File: config.mk
export PLATFORM = sky130hd
export DESIGN_NAME = control_unit
export DESIGN_NICKNAME = d
export VERILOG_FILES = /design/src/source/cu_cfg_pkg.sv /design/src/source/cu_stage_pkg.sv /design/src/source/cu_event_state.sv /design/src/source/cu_redirect.sv /design/src/source/cu_stall.sv /design/src/source/cu_rename_ctrl.sv /design/src/source/cu_regfile_wr.sv /design/src/source/control_unit.sv
export SDC_FILE = /design/constraint.sdc
export NUM_CORES = 1
export LEC_CHECK = 0
export BUFFER_PORTS_ARGS = -buffer_cell sky130_fd_sc_hd__buf_2
export CORE_MARGIN = 2
export CORE_UTILIZATION = 27
export CTS_CLUSTER_SIZE = 8
export DETAILED_ROUTE_END_ITERATION = 8
export PLACE_DENSITY_LB_ADDON = 0.12
export SETUP_SLACK_MARGIN = 0.4
export SLEW_MARGIN = 0
export SYNTH_ARGS = -nofsm -noshare
export SYNTH_HDL_FRONTEND = slang
export SYNTH_SLANG_ARGS = --single-unit
File: constraint.sdc
create_clock -name clk_i -period 1.7 [get_ports clk_i]
set_clock_uncertainty 0.2 [all_clocks]
set_input_delay 0.255 -clock clk_i [delete_from_list [all_inputs] [get_ports clk_i]]
set_output_delay 0.255 -clock clk_i [all_outputs]
set_load 0.05 [all_outputs]
File: src/source/cu_cfg_pkg.sv
package cu_cfg_pkg;

    // scalar writeback ports into the integer register file
    localparam int NUM_WB = 2;

    // instructions that can retire in one cycle
    localparam int NUM_RETIRE = 2;

    // graduation list entry index
    localparam int GL_INDEX_W = 6;

    // rename checkpoint id
    localparam int CHKP_W = 2;

    // where fetch takes its next pc from
    typedef enum logic [1:0] {
        NEXT_PC_SEL_BP_OR_PC_4 = 2'b00,
        NEXT_PC_SEL_KEEP_PC    = 2'b01,
        NEXT_PC_SEL_JUMP       = 2'b10
    } next_pc_sel_t;

    // which stage supplies the jump target
    typedef enum logic [1:0] {
        SEL_JUMP_DECODE    = 2'b00,
        SEL_JUMP_EXECUTION = 2'b01,
        SEL_JUMP_CSR       = 2'b10,
        SEL_JUMP_CSR_RW    = 2'b11
    } sel_addr_t;

endpackage

File: src/source/cu_stage_pkg.sv
package cu_stage_pkg;

    import cu_cfg_pkg::*;

    // status reported by the pipeline stages

    typedef struct packed {
        logic valid;
        logic valid_jal;
        logic stall_csr_fence;
        logic is_branch;
        logic predicted_as_branch;
    } id_cu_t;

    typedef struct packed {
        logic valid;
        logic is_branch;
        logic out_of_checkpoints;
        logic empty_free_list;
        logic full_iq;
    } ir_cu_t;

    typedef struct packed {
        logic gl_full;
    } rr_cu_t;

    typedef struct packed {
        logic stall;
    } exe_cu_t;

    typedef struct packed {
        logic [NUM_WB-1:0]     valid;
        logic [NUM_WB-1:0]     write_enable;
        logic                  checkpoint_done;
        logic [CHKP_W-1:0]     chkp;
        logic [GL_INDEX_W-1:0] gl_index;
    } wb_cu_t;

    typedef struct packed {
        logic                  valid;
        logic                  xcpt;
        logic                  ecall_taken;
        logic                  stall_csr_fence;
        logic                  fence;
        logic                  fence_i;
        logic                  write_enable;
        logic                  stall_commit;
        logic [NUM_RETIRE-1:0] retire;
        logic [NUM_RETIRE-1:0] regfile_we;
    } commit_cu_t;

    typedef struct packed {
        logic csr_eret;
        logic csr_exception;
        logic csr_stall;
    } csr_cu_t;

    // control sent back to the stages

    typedef struct packed {
        logic      stall_if_1;
        logic      stall_if_2;
        logic      stall_id;
        logic      stall_iq;
        logic      stall_ir;
        logic      stall_rr;
        logic      stall_exe;
        logic      stall_commit;
        sel_addr_t sel_addr_if;
    } pipeline_ctrl_t;

    typedef struct packed {
        logic flush_if;
        logic flush_id;
        logic flush_ir;
        logic flush_rr;
        logic flush_exe;
        logic kill_exe;
        logic flush_commit;
    } pipeline_flush_t;

    typedef struct packed {
        logic                  do_checkpoint;
        logic                  do_recover;
        logic                  delete_checkpoint;
        logic [CHKP_W-1:0]     recover_checkpoint;
        logic [NUM_RETIRE-1:0] enable_commit_update;
        logic                  recover_commit;
    } cu_ir_t;

    typedef struct packed {
        logic [NUM_WB-1:0] write_enable;
    } cu_rr_t;

    typedef struct packed {
        logic                  flush_gl;
        logic [GL_INDEX_W-1:0] flush_gl_index;
    } cu_wb_t;

    typedef struct packed {
        logic flush_gl_commit;
        logic enable_commit;
    } cu_commit_t;

    // shared between the control unit blocks
    typedef struct packed {
        logic xcpt_d;
        logic xcpt_q;
        logic csr_q;
        logic fence_pending;
    } event_state_t;

    typedef struct packed {
        logic mispredict;
        logic confirm;
    } branch_res_t;

endpackage

File: src/source/cu_event_state.sv
`timescale 1ns/10ps

module cu_event_state
    import cu_stage_pkg::*;
(
    input  logic         clk_i,
    input  logic         rstn_i,
    input  id_cu_t       id_i,
    input  commit_cu_t   commit_i,
    input  csr_cu_t      csr_i,
    input  logic         flush_fence_i,
    output event_state_t state_o
);

    logic event_seen;
    logic xcpt_d;
    logic csr_d;
    logic xcpt_q;
    logic csr_q;
    logic fence_q;

    // exception, ecall or eret reported this cycle
    assign event_seen = (commit_i.valid && (commit_i.xcpt || commit_i.ecall_taken)) ||
                        csr_i.csr_eret || csr_i.csr_exception;

    // a redirect that fired last cycle may not fire again straight away
    assign xcpt_d = event_seen && !xcpt_q;
    assign csr_d  = commit_i.valid && commit_i.stall_csr_fence && !event_seen && !csr_q;

    always_ff @(posedge clk_i or negedge rstn_i) begin
        if (!rstn_i) begin
            xcpt_q  <= 1'b0;
            csr_q   <= 1'b0;
            fence_q <= 1'b0;
        end else begin
            xcpt_q <= xcpt_d;
            csr_q  <= csr_d;
            // csr or fence seen at decode stays pending until it commits
            if (flush_fence_i) begin
                fence_q <= 1'b0;
            end else if (id_i.valid && id_i.stall_csr_fence) begin
                fence_q <= 1'b1;
            end else if (commit_i.valid && commit_i.stall_csr_fence) begin
                fence_q <= 1'b0;
            end
        end
    end

    assign state_o = '{xcpt_d: xcpt_d, xcpt_q: xcpt_q, csr_q: csr_q, fence_pending: fence_q};

endmodule

File: src/source/cu_redirect.sv
`timescale 1ns/10ps

module cu_redirect
    import cu_cfg_pkg::*;
    import cu_stage_pkg::*;
(
    input  logic            correct_branch_pred_i,
    input  id_cu_t          id_i,
    input  ir_cu_t          ir_i,
    input  rr_cu_t          rr_i,
    input  exe_cu_t         exe_i,
    input  wb_cu_t          wb_i,
    input  commit_cu_t      commit_i,
    input  csr_cu_t         csr_i,
    input  event_state_t    state_i,
    input  logic            stall_if_1_i,
    output next_pc_sel_t    next_pc_o,
    output sel_addr_t       sel_addr_o,
    output pipeline_flush_t flush_o,
    output logic            flush_fence_o,
    output logic            invalidate_icache_o,
    output logic            invalidate_buffer_o,
    output branch_res_t     branch_o,
    output cu_wb_t          cu_wb_o
);

    logic mispredict;
    logic bad_pred;
    logic redirect_q;
    logic jump;
    logic keep_pc;

    // branch resolved at writeback port 0
    assign mispredict = wb_i.valid[0] && !correct_branch_pred_i;
    assign branch_o   = '{mispredict: mispredict,
                          confirm:    wb_i.valid[0] && correct_branch_pred_i};

    // decode found a predicted taken on something that is not a branch
    assign bad_pred   = id_i.valid && !id_i.is_branch && id_i.predicted_as_branch;
    assign redirect_q = state_i.xcpt_q || state_i.csr_q;
    assign jump       = mispredict || bad_pred || id_i.valid_jal || redirect_q;
    assign keep_pc    = stall_if_1_i || (id_i.valid && id_i.stall_csr_fence) ||
                        state_i.fence_pending || (commit_i.valid && commit_i.fence);

    always_comb begin
        if (jump) begin
            next_pc_o = NEXT_PC_SEL_JUMP;
        end else if (keep_pc) begin
            next_pc_o = NEXT_PC_SEL_KEEP_PC;
        end else begin
            next_pc_o = NEXT_PC_SEL_BP_OR_PC_4;
        end
    end

    always_comb begin
        if (state_i.xcpt_q) begin
            sel_addr_o = SEL_JUMP_CSR;
        end else if (state_i.csr_q) begin
            sel_addr_o = SEL_JUMP_CSR_RW;
        end else if (mispredict) begin
            sel_addr_o = SEL_JUMP_EXECUTION;
        end else begin
            sel_addr_o = SEL_JUMP_DECODE;
        end
    end

    always_comb begin
        flush_o       = '0;
        flush_fence_o = 1'b0;
        // front end
        if (redirect_q || mispredict) begin
            flush_o.flush_if = 1'b1;
            flush_o.flush_id = 1'b1;
        end else if (!csr_i.csr_stall) begin
            // only the fetch slot refills behind these
            flush_o.flush_if = id_i.stall_csr_fence || state_i.fence_pending ||
                               commit_i.stall_csr_fence || id_i.valid_jal ||
                               (commit_i.valid && commit_i.fence) || bad_pred;
        end
        // back end
        if (state_i.xcpt_q) begin
            flush_o.flush_ir     = 1'b1;
            flush_o.flush_rr     = 1'b1;
            flush_o.flush_exe    = 1'b1;
            flush_o.flush_commit = 1'b1;
            flush_fence_o        = 1'b1;
        end else if (mispredict) begin
            // execute keeps older work, the wrong path is killed
            flush_o.flush_ir = 1'b1;
            flush_o.flush_rr = 1'b1;
            flush_o.kill_exe = 1'b1;
            flush_fence_o    = 1'b1;
        end else if (exe_i.stall) begin
            // held stages keep their contents
        end else if (rr_i.gl_full) begin
            flush_o.flush_rr = 1'b1;
        end
    end

    // fence_i may follow self-modifying code
    assign invalidate_icache_o = commit_i.valid && commit_i.fence_i;
    assign invalidate_buffer_o = commit_i.valid &&
                                 (commit_i.fence_i || state_i.xcpt_q ||
                                  (commit_i.stall_csr_fence && !commit_i.fence));

    // drop everything younger than the mispredicted entry
    assign cu_wb_o = '{flush_gl:       mispredict,
                       flush_gl_index: mispredict ? wb_i.gl_index : {GL_INDEX_W{1'b0}}};

endmodule

File: src/source/cu_stall.sv
`timescale 1ns/10ps

module cu_stall
    import cu_cfg_pkg::*;
    import cu_stage_pkg::*;
(
    input  logic           miss_icache_i,
    input  logic           ready_icache_i,
    input  ir_cu_t         ir_i,
    input  rr_cu_t         rr_i,
    input  exe_cu_t        exe_i,
    input  commit_cu_t     commit_i,
    input  csr_cu_t        csr_i,
    output pipeline_ctrl_t ctrl_o
);

    always_comb begin
        ctrl_o = '0;
        // fetch address is picked by the redirect logic
        ctrl_o.sel_addr_if  = SEL_JUMP_DECODE;
        ctrl_o.stall_commit = commit_i.stall_commit;

        // front end
        if (csr_i.csr_stall || ir_i.full_iq) begin
            ctrl_o.stall_if_1 = 1'b1;
            ctrl_o.stall_if_2 = 1'b1;
            ctrl_o.stall_id   = 1'b1;
        end else if (miss_icache_i) begin
            ctrl_o.stall_if_1 = 1'b1;
            ctrl_o.stall_if_2 = 1'b1;
        end else if ((commit_i.valid && commit_i.stall_csr_fence) || !ready_icache_i) begin
            ctrl_o.stall_if_1 = 1'b1;
        end

        // back end
        if (csr_i.csr_stall) begin
            ctrl_o.stall_iq  = 1'b1;
            ctrl_o.stall_ir  = 1'b1;
            ctrl_o.stall_rr  = 1'b1;
            ctrl_o.stall_exe = 1'b1;
        end else if (exe_i.stall || rr_i.gl_full) begin
            // execute keeps running so the blockage can drain
            ctrl_o.stall_iq = 1'b1;
            ctrl_o.stall_ir = 1'b1;
            ctrl_o.stall_rr = 1'b1;
        end else if (ir_i.empty_free_list || ir_i.out_of_checkpoints) begin
            ctrl_o.stall_iq = 1'b1;
        end
    end

endmodule

File: src/source/cu_rename_ctrl.sv
`timescale 1ns/10ps

module cu_rename_ctrl
    import cu_cfg_pkg::*;
    import cu_stage_pkg::*;
(
    input  ir_cu_t       ir_i,
    input  wb_cu_t       wb_i,
    input  commit_cu_t   commit_i,
    input  event_state_t state_i,
    input  branch_res_t  branch_i,
    input  logic         flush_ir_i,
    input  logic         stall_ir_i,
    output cu_ir_t       cu_ir_o,
    output cu_commit_t   cu_commit_o
);

    always_comb begin
        // snapshot rename state for a branch that really leaves rename
        cu_ir_o.do_checkpoint = ir_i.valid && ir_i.is_branch && !ir_i.out_of_checkpoints &&
                                !flush_ir_i && !stall_ir_i;

        // resolved branches release or restore their checkpoint
        cu_ir_o.do_recover         = branch_i.mispredict && wb_i.checkpoint_done;
        cu_ir_o.delete_checkpoint  = branch_i.confirm && wb_i.checkpoint_done;
        cu_ir_o.recover_checkpoint = wb_i.chkp;

        // no free list update from instructions squashed by an exception
        cu_ir_o.enable_commit_update = commit_i.retire & commit_i.regfile_we &
                                       {NUM_RETIRE{!state_i.xcpt_d}};
        cu_ir_o.recover_commit = state_i.xcpt_q;

        cu_commit_o.flush_gl_commit = state_i.xcpt_q;
        cu_commit_o.enable_commit   = !commit_i.stall_commit && !state_i.xcpt_d;
    end

endmodule

File: src/source/cu_regfile_wr.sv
`timescale 1ns/10ps

module cu_regfile_wr
    import cu_cfg_pkg::*;
    import cu_stage_pkg::*;
(
    input  wb_cu_t     wb_i,
    input  commit_cu_t commit_i,
    input  csr_cu_t    csr_i,
    output cu_rr_t     cu_rr_o
);

    always_comb begin
        for (int i = 0; i < NUM_WB; i++) begin
            cu_rr_o.write_enable[i] = wb_i.valid[i] && wb_i.write_enable[i];
        end
        // port 0 also carries the commit-time write (csr results)
        if (commit_i.valid && !commit_i.xcpt && !csr_i.csr_exception &&
            commit_i.write_enable) begin
            cu_rr_o.write_enable[0] = 1'b1;
        end
    end

endmodule

File: src/source/control_unit.sv
`timescale 1ns/10ps

module control_unit
    import cu_cfg_pkg::*;
    import cu_stage_pkg::*;
(
    input  logic            clk_i,
    input  logic            rstn_i,
    input  logic            miss_icache_i,
    input  logic            ready_icache_i,
    input  logic            correct_branch_pred_i,
    input  id_cu_t          id_cu_i,
    input  ir_cu_t          ir_cu_i,
    input  rr_cu_t          rr_cu_i,
    input  exe_cu_t         exe_cu_i,
    input  wb_cu_t          wb_cu_i,
    input  commit_cu_t      commit_cu_i,
    input  csr_cu_t         csr_cu_i,
    output pipeline_ctrl_t  pipeline_ctrl_o,
    output pipeline_flush_t pipeline_flush_o,
    output next_pc_sel_t    next_pc_o,
    output logic            invalidate_icache_o,
    output logic            invalidate_buffer_o,
    output cu_ir_t          cu_ir_o,
    output cu_rr_t          cu_rr_o,
    output cu_wb_t          cu_wb_o,
    output cu_commit_t      cu_commit_o
);

    event_state_t   state;
    branch_res_t    branch;
    pipeline_ctrl_t stall_ctrl;
    sel_addr_t      sel_addr;
    logic           flush_fence;

    cu_event_state u_event_state (
        .clk_i         (clk_i),
        .rstn_i        (rstn_i),
        .id_i          (id_cu_i),
        .commit_i      (commit_cu_i),
        .csr_i         (csr_cu_i),
        .flush_fence_i (flush_fence),
        .state_o       (state)
    );

    cu_redirect u_redirect (
        .correct_branch_pred_i (correct_branch_pred_i),
        .id_i                  (id_cu_i),
        .ir_i                  (ir_cu_i),
        .rr_i                  (rr_cu_i),
        .exe_i                 (exe_cu_i),
        .wb_i                  (wb_cu_i),
        .commit_i              (commit_cu_i),
        .csr_i                 (csr_cu_i),
        .state_i               (state),
        .stall_if_1_i          (stall_ctrl.stall_if_1),
        .next_pc_o             (next_pc_o),
        .sel_addr_o            (sel_addr),
        .flush_o               (pipeline_flush_o),
        .flush_fence_o         (flush_fence),
        .invalidate_icache_o   (invalidate_icache_o),
        .invalidate_buffer_o   (invalidate_buffer_o),
        .branch_o              (branch),
        .cu_wb_o               (cu_wb_o)
    );

    cu_stall u_stall (
        .miss_icache_i  (miss_icache_i),
        .ready_icache_i (ready_icache_i),
        .ir_i           (ir_cu_i),
        .rr_i           (rr_cu_i),
        .exe_i          (exe_cu_i),
        .commit_i       (commit_cu_i),
        .csr_i          (csr_cu_i),
        .ctrl_o         (stall_ctrl)
    );

    cu_rename_ctrl u_rename_ctrl (
        .ir_i        (ir_cu_i),
        .wb_i        (wb_cu_i),
        .commit_i    (commit_cu_i),
        .state_i     (state),
        .branch_i    (branch),
        .flush_ir_i  (pipeline_flush_o.flush_ir),
        .stall_ir_i  (stall_ctrl.stall_ir),
        .cu_ir_o     (cu_ir_o),
        .cu_commit_o (cu_commit_o)
    );

    cu_regfile_wr u_regfile_wr (
        .wb_i     (wb_cu_i),
        .commit_i (commit_cu_i),
        .csr_i    (csr_cu_i),
        .cu_rr_o  (cu_rr_o)
    );

    // stall levels plus the fetch address chosen by the redirect block
    always_comb begin
        pipeline_ctrl_o             = stall_ctrl;
        pipeline_ctrl_o.sel_addr_if = sel_addr;
    end

endmodule

==> results of run 1 <==
==> cells in the mapped netlist (2+ instances only) <==
library cell / n
inv_1: 4
buf_4: 14
and2_1: 9
o21ai_0: 3
or2_2: 2
nand2_1: 4
nor2b_1: 3
dfrtp_1: 3
nor2_1: 9
nor3_1: 3
==> worst paths after layout <==
path	from	end	slack, ps	depth (start not counted)
max	u_event_state.xcpt_q	cu_ir_o[7]	-170	5
min	commit_cu_i[8]	u_event_state.csr_q	150	2
max reg2reg	u_event_state.xcpt_q	u_event_state.xcpt_q	400	5
min reg2reg	u_event_state.fence_q	u_event_state.fence_q	470	2
max in group asynchronous	rstn_i	u_event_state.xcpt_q	980	2
min in group asynchronous	rstn_i	u_event_state.csr_q	190	2
==> critical path, cell delays in order (launching register included) <==
cell and delay (ps):
dfrtp_2 420, buf_4 150, buf_6 120, nor2_4 110, and4_4 240, buf_8 140
==> kinds of logic (layout without fill, tap and decap cells) <==
kind of cell,after synthesis,after routing,share of synthesized area (%)
AND/OR/NAND/NOR,40,40,45.7
buffers and inverters,19,118,24.7
AO/OA/AOI/OAI,10,10,14.8
flip-flops,3,3,14.8
==> stage by stage <==
stage / util, % / hold slack, ps / total power (W) / setup slack (ps)
CTS: 86.5 / 136 / 0.000936 / -142
global route: 95.1 / 157 / 0.00106 / -195
global placement: 55.6 / -145 / 0.000593 / -34.2
detailed placement: 55.6 / -146 / 0.000598 / -50.9
finish: 95.1 / 150 / 0.00103 / -173
floorplan: - / -241 / 0.000499 / 36.9
==> registers in the layout, indices dropped and copies added, names as in the netlist <==
register / flops
u_event_state.xcpt_q: 1
u_event_state.fence_q: 1
u_event_state.csr_q: 1
==> what timing repair did <==
item | 4_1_cts | 5_1_grt
hold buffers | 1 | 0
pin swaps | 8 | 8
hold endpoints to repair | 3 | 0
resized for setup | 114 | 27
setup endpoints to repair | 34 | 34
setup buffers | 13 | 8
==> report_power, final <==
part           switching, W  total (W)  internal [W]  leakage (nW)
clock             0.0000420   0.000130     0.0000883        0.0150
combinational      0.000454   0.000816      0.000362         0.797
sequential       0.00000766  0.0000866     0.0000789        0.0381
total              0.000503    0.00103      0.000529         0.850
==> routing by layer <==
layer,global-route usage [%],share of wire (%),vias to the layer above
li1,-,-,431
met1,25.9,34,469
met2,47.6,52,95
met3,5.77,8.9,18
met4,9.44,4.8,0
met5,0,0,-
==> area by class of cell <==
| type | instances | area [um2] | share of cell area (%) |
|---|---|---|---|
| Multi-Input combinational cell | 50 | 459 | 27.7 |
| Tap cell | 25 | 31.3 | 1.89 |
| Timing Repair Buffer | 110 | 1050 | 63.3 |
| Sequential cell | 3 | 76.3 | 4.60 |
| Clock buffer | 4 | 26.3 | 1.58 |
| Inverter | 4 | 15.0 | 0.905 |
==> impl_metrics.yaml, run 1 <==
final_layout:
  mostFrequentLayoutCell: "buf_2"
  drive_gt1_share_pct: 85.4
  layout_common_cells: "37 x buf_2, 32 x buf_6, 26 x buf_8"
  fin_nets: 217
  area_growth_pct: 227
  diodes: 0
  final_area_mm2: 0.00166
  fin_cells: 196
  n_fill_cell: 50
run:
  drv_cap: 0
die:
  start_util_pct: 29.0
  coreArea_mm2: 0.00175
  rows: 15
  die_y_um: 47.3
  die_area_mm2: 0.00224
  dieWidth_um: 47.3
  num_io_pins: 85
yosys:
  ys_async_sr_fraction_pct: 100
  synthFlopType: "dfrtp_1"
  syn_area_um2: 507
  synth.distinct_cells: 28
  ys_seq_area_share_pct: 14.8
  ys_warn_count: 0
  synth_edf_count: 0
  yosys.area.top_type: "buf_4"
  syn-instance-count: 72
  synth_top_area_share_pct: 20.7
  syn_area_per_cell_um2: 7.04
  syn_nets: 117
  synth_area_leaders: "buf_4 21%, dfrtp_1 15%, and2_1 11%"
  synth-seq-cells: 3
timing:
  hold_viol: 0
  finalSetupTns_ps: -1480
  fin_crit_sh_pct: 110
  max_slew_margin_pct: 68.9
  max_freq_ghz: 0.534
  worst_pin_slew_ps: 462
  period_minus_slack_ps: 1870
  fin_ws_ps: -173
  slew_violations: 0
  rsz0062_at_grt: "true"
  finalSetupViolations: 13
status:
  violations: "setup timing"
  status: "finished with violations"
grt:
  antenna_found_initial: 0
  global_route.overflow_total: 0
  grt_max_degree: 7
  grt_pass1_vias: 864
  track_usage_pct: 24.9
  grt_pass1_wl_um: 3820
clock_network:
  clk_latency_ps: 230
  clockBufferDepth: 2
  root_buffer: "clkbuf_4"
  cts_buffers: 3
  clk_pin_slew_ps: 40
  cts_sinks: 3
  cts_tree: "done"
  htree_levels: 1
setup_path:
  path_max_fanout: 3
  start_kind: "flop"
  worstPathArrival_ps: 1420
  crit_path_end_kind: "output pin"
  crit_required_ps: 1240
  critical_path_class: "reg -> out"
placement:
  dp.cells: 170
  dpl-instance-area_um2: 970
  place_congestion: 0.766
  dp_hpwl_um: 1490
  port_buffers: 80
power:
  leakage_nw: 0.850
  power.density_mw_per_mm2: 622
  peakVddDrop_mv: 0.531
detailed_routing:
  wl_per_cell_um: 19.9
  first_pass_iters: 4
  totalWireLength_um: 3900
  drc: 0
  postRouteAntennaNets: 0
  drt_iter0_markers: 43
  vias: 1013
  vias_per_cell: 5.17
min_path:
  holdCritPathClass: "in -> reg"
Note: power is estimated with default switching activity, not from simulation.
==> inputs of run 2 (changes only) <==
--- a/config.mk
+++ b/config.mk
@@ -10,9 +10,11 @@
 export CORE_UTILIZATION = 27
 export CTS_CLUSTER_SIZE = 8
 export DETAILED_ROUTE_END_ITERATION = 8
-export PLACE_DENSITY_LB_ADDON = 0.12
+export GPL_ROUTABILITY_DRIVEN = 0
+export PLACE_DENSITY = 0.79
 export SETUP_SLACK_MARGIN = 0.4
 export SLEW_MARGIN = 0
 export SYNTH_ARGS = -nofsm -noshare
 export SYNTH_HDL_FRONTEND = slang
 export SYNTH_SLANG_ARGS = --single-unit
+export TNS_END_PERCENT = 30
==> run 2 against run 1 <==
  * The flow still finishes with violations (setup timing)
  * Largest power group unchanged
  * Non-clock buffer count is 18 lower
  * Die area stayed put
  * Count of clock-buffer cells in the layout unchanged
  * Largest cell class unchanged
==> impl_metrics.yaml, run 2 (same netlist as run 1, synthesis figures left out) <==
die:
  rows: 15
  die_y_um: 47.3
  coreArea_mm2: 0.00175
  start_util_pct: 29.0
  die_area_mm2: 0.00224
  num_io_pins: 85
  dieWidth_um: 47.3
clock_network:
  htree_levels: 1
  root_buffer: "clkbuf_4"
  cts_sinks: 3
  clk_latency_ps: 240
  cts_tree: "done"
  cts_buffers: 3
  clockBufferDepth: 2
  clk_pin_slew_ps: 40
grt:
  grt_pass1_vias: 748
  track_usage_pct: 18.9
  grt_max_degree: 14
  grt_pass1_wl_um: 2990
  antenna_found_initial: 0
  global_route.overflow_total: 0
detailed_routing:
  vias: 817
  first_pass_iters: 2
  totalWireLength_um: 2240
  wl_per_cell_um: 12.6
  vias_per_cell: 4.59
  drc: 0
  postRouteAntennaNets: 0
  drt_iter0_markers: 1
final_layout:
  mostFrequentLayoutCell: "buf_2"
  final_util_pct: 73.9
  drive_gt1_share_pct: 80.4
  n_fill_cell: 144
  top_regs: "u_event_state.csr_q (1), u_event_state.fence_q (1), u_event_state.xcpt_q (1)"
  area_growth_pct: 155
  fin_cells: 178
  layout_common_cells: "47 x buf_2, 17 x buf_6, 15 x buf_4"
  fin_nets: 199
  diodes: 0
setup_path:
  path_max_fanout: 4
  start_kind: "flop"
  r2r_slack_ps: 350
  crit_required_ps: 1240
  critical_path_class: "reg -> out"
  r2r-start: "u_event_state.xcpt_q"
  crit_path_end_kind: "output pin"
  worstPathArrival_ps: 1370
  worstReg2RegEnd: "u_event_state.xcpt_q"
  r2r_cells: 6
power:
  finalPower_w: 0.000861
  power.density_mw_per_mm2: 667
  leakage_nw: 0.677
  peakVddDrop_mv: 0.437
timing:
  fin_crit_sh_pct: 107
  fin_ws_ps: -127
  period_minus_slack_ps: 1830
  fin_hold_ws_ps: 129
  rsz0062_at_grt: "true"
  hold_viol: 0
  max_slew_margin_pct: 78.0
  max_freq_ghz: 0.547
  finalSetupViolations: 10
  slew_violations: 0
  worst_pin_slew_ps: 330
status:
  violations: "setup timing"
  status: "finished with violations"
placement:
  port_buffers: 80
  dp_hpwl_um: 1590
  dp.cells: 168
run:
  drv_cap: 0
min_path:
  holdCritPathClass: "in -> async"
==> run 2: layout make-up <==
cell class              count  area [um2]  share of cell area (%)
multi-input cells          50         412                    31.9
well taps                  25        31.3                    2.42
clock buffers               4        26.3                    2.04
inverters                   4        15.0                    1.16
flip-flops and latches      3        76.3                    5.92
repair buffers             92         729                    56.5
==> run 2: metal layers <==
| metal | wire length (um) | track usage [%] |
|---|---|---|
| met5 | 0 | 0 |
| met4 | 19 | 6.67 |
| met3 | 207 | 5.00 |
| met2 | 1300 | 37.6 |
| met1 | 716 | 18.0 |
==> run 2: power breakdown <==
group	total (W)	internal (W)	switching (W)
combinational	0.000639	0.000251	0.000388
clock	0.000136	0.0000886	0.0000473
sequential	0.0000853	0.0000789	0.00000640
total	0.000861	0.000418	0.000442
==> run 2: per-stage QoR <==
stage          worst slack [ps]  cell area (um2)  TNS (ps)
3_3_place_gp              -49.2              923     -58.8
4_1_cts                    -165             1250      -693
2_1_floorplan              36.8              567         0
5_1_grt                    -174             1290     -1320
6_report                   -127             1290      -826
3_5_place_dp              -95.6              923      -172
==> run 2: worst max-delay path by stage <==
| stage | end | cells past startpoint | startpoint |
|---|---|---|---|
| floorplan | next_pc_o[0] | 3 | u_event_state.xcpt_q |
| global placement | cu_ir_o[7] | 5 | rr_cu_i |
| detailed placement | cu_ir_o[7] | 5 | rr_cu_i |
| CTS | next_pc_o[0] | 4 | u_event_state.xcpt_q |
| global route | next_pc_o[0] | 4 | u_event_state.xcpt_q |
| finish | next_pc_o[0] | 4 | u_event_state.xcpt_q |
==> run 2: critical path, stage by stage, from the launching register on <==
cell and delay [ps]:
dfrtp_2 420, or2_4 250, nor2_4 140, o211a_4 180, buf_8 140
==> run 2: what timing repair did <==
item	4_1_cts	5_1_grt
pin swaps	14	3
resized for setup	79	8
endpoints found under the hold margin	3	0
hold buffers	1	0
setup buffers	3	2
cloned	0	0
setup endpoints to repair	33	33
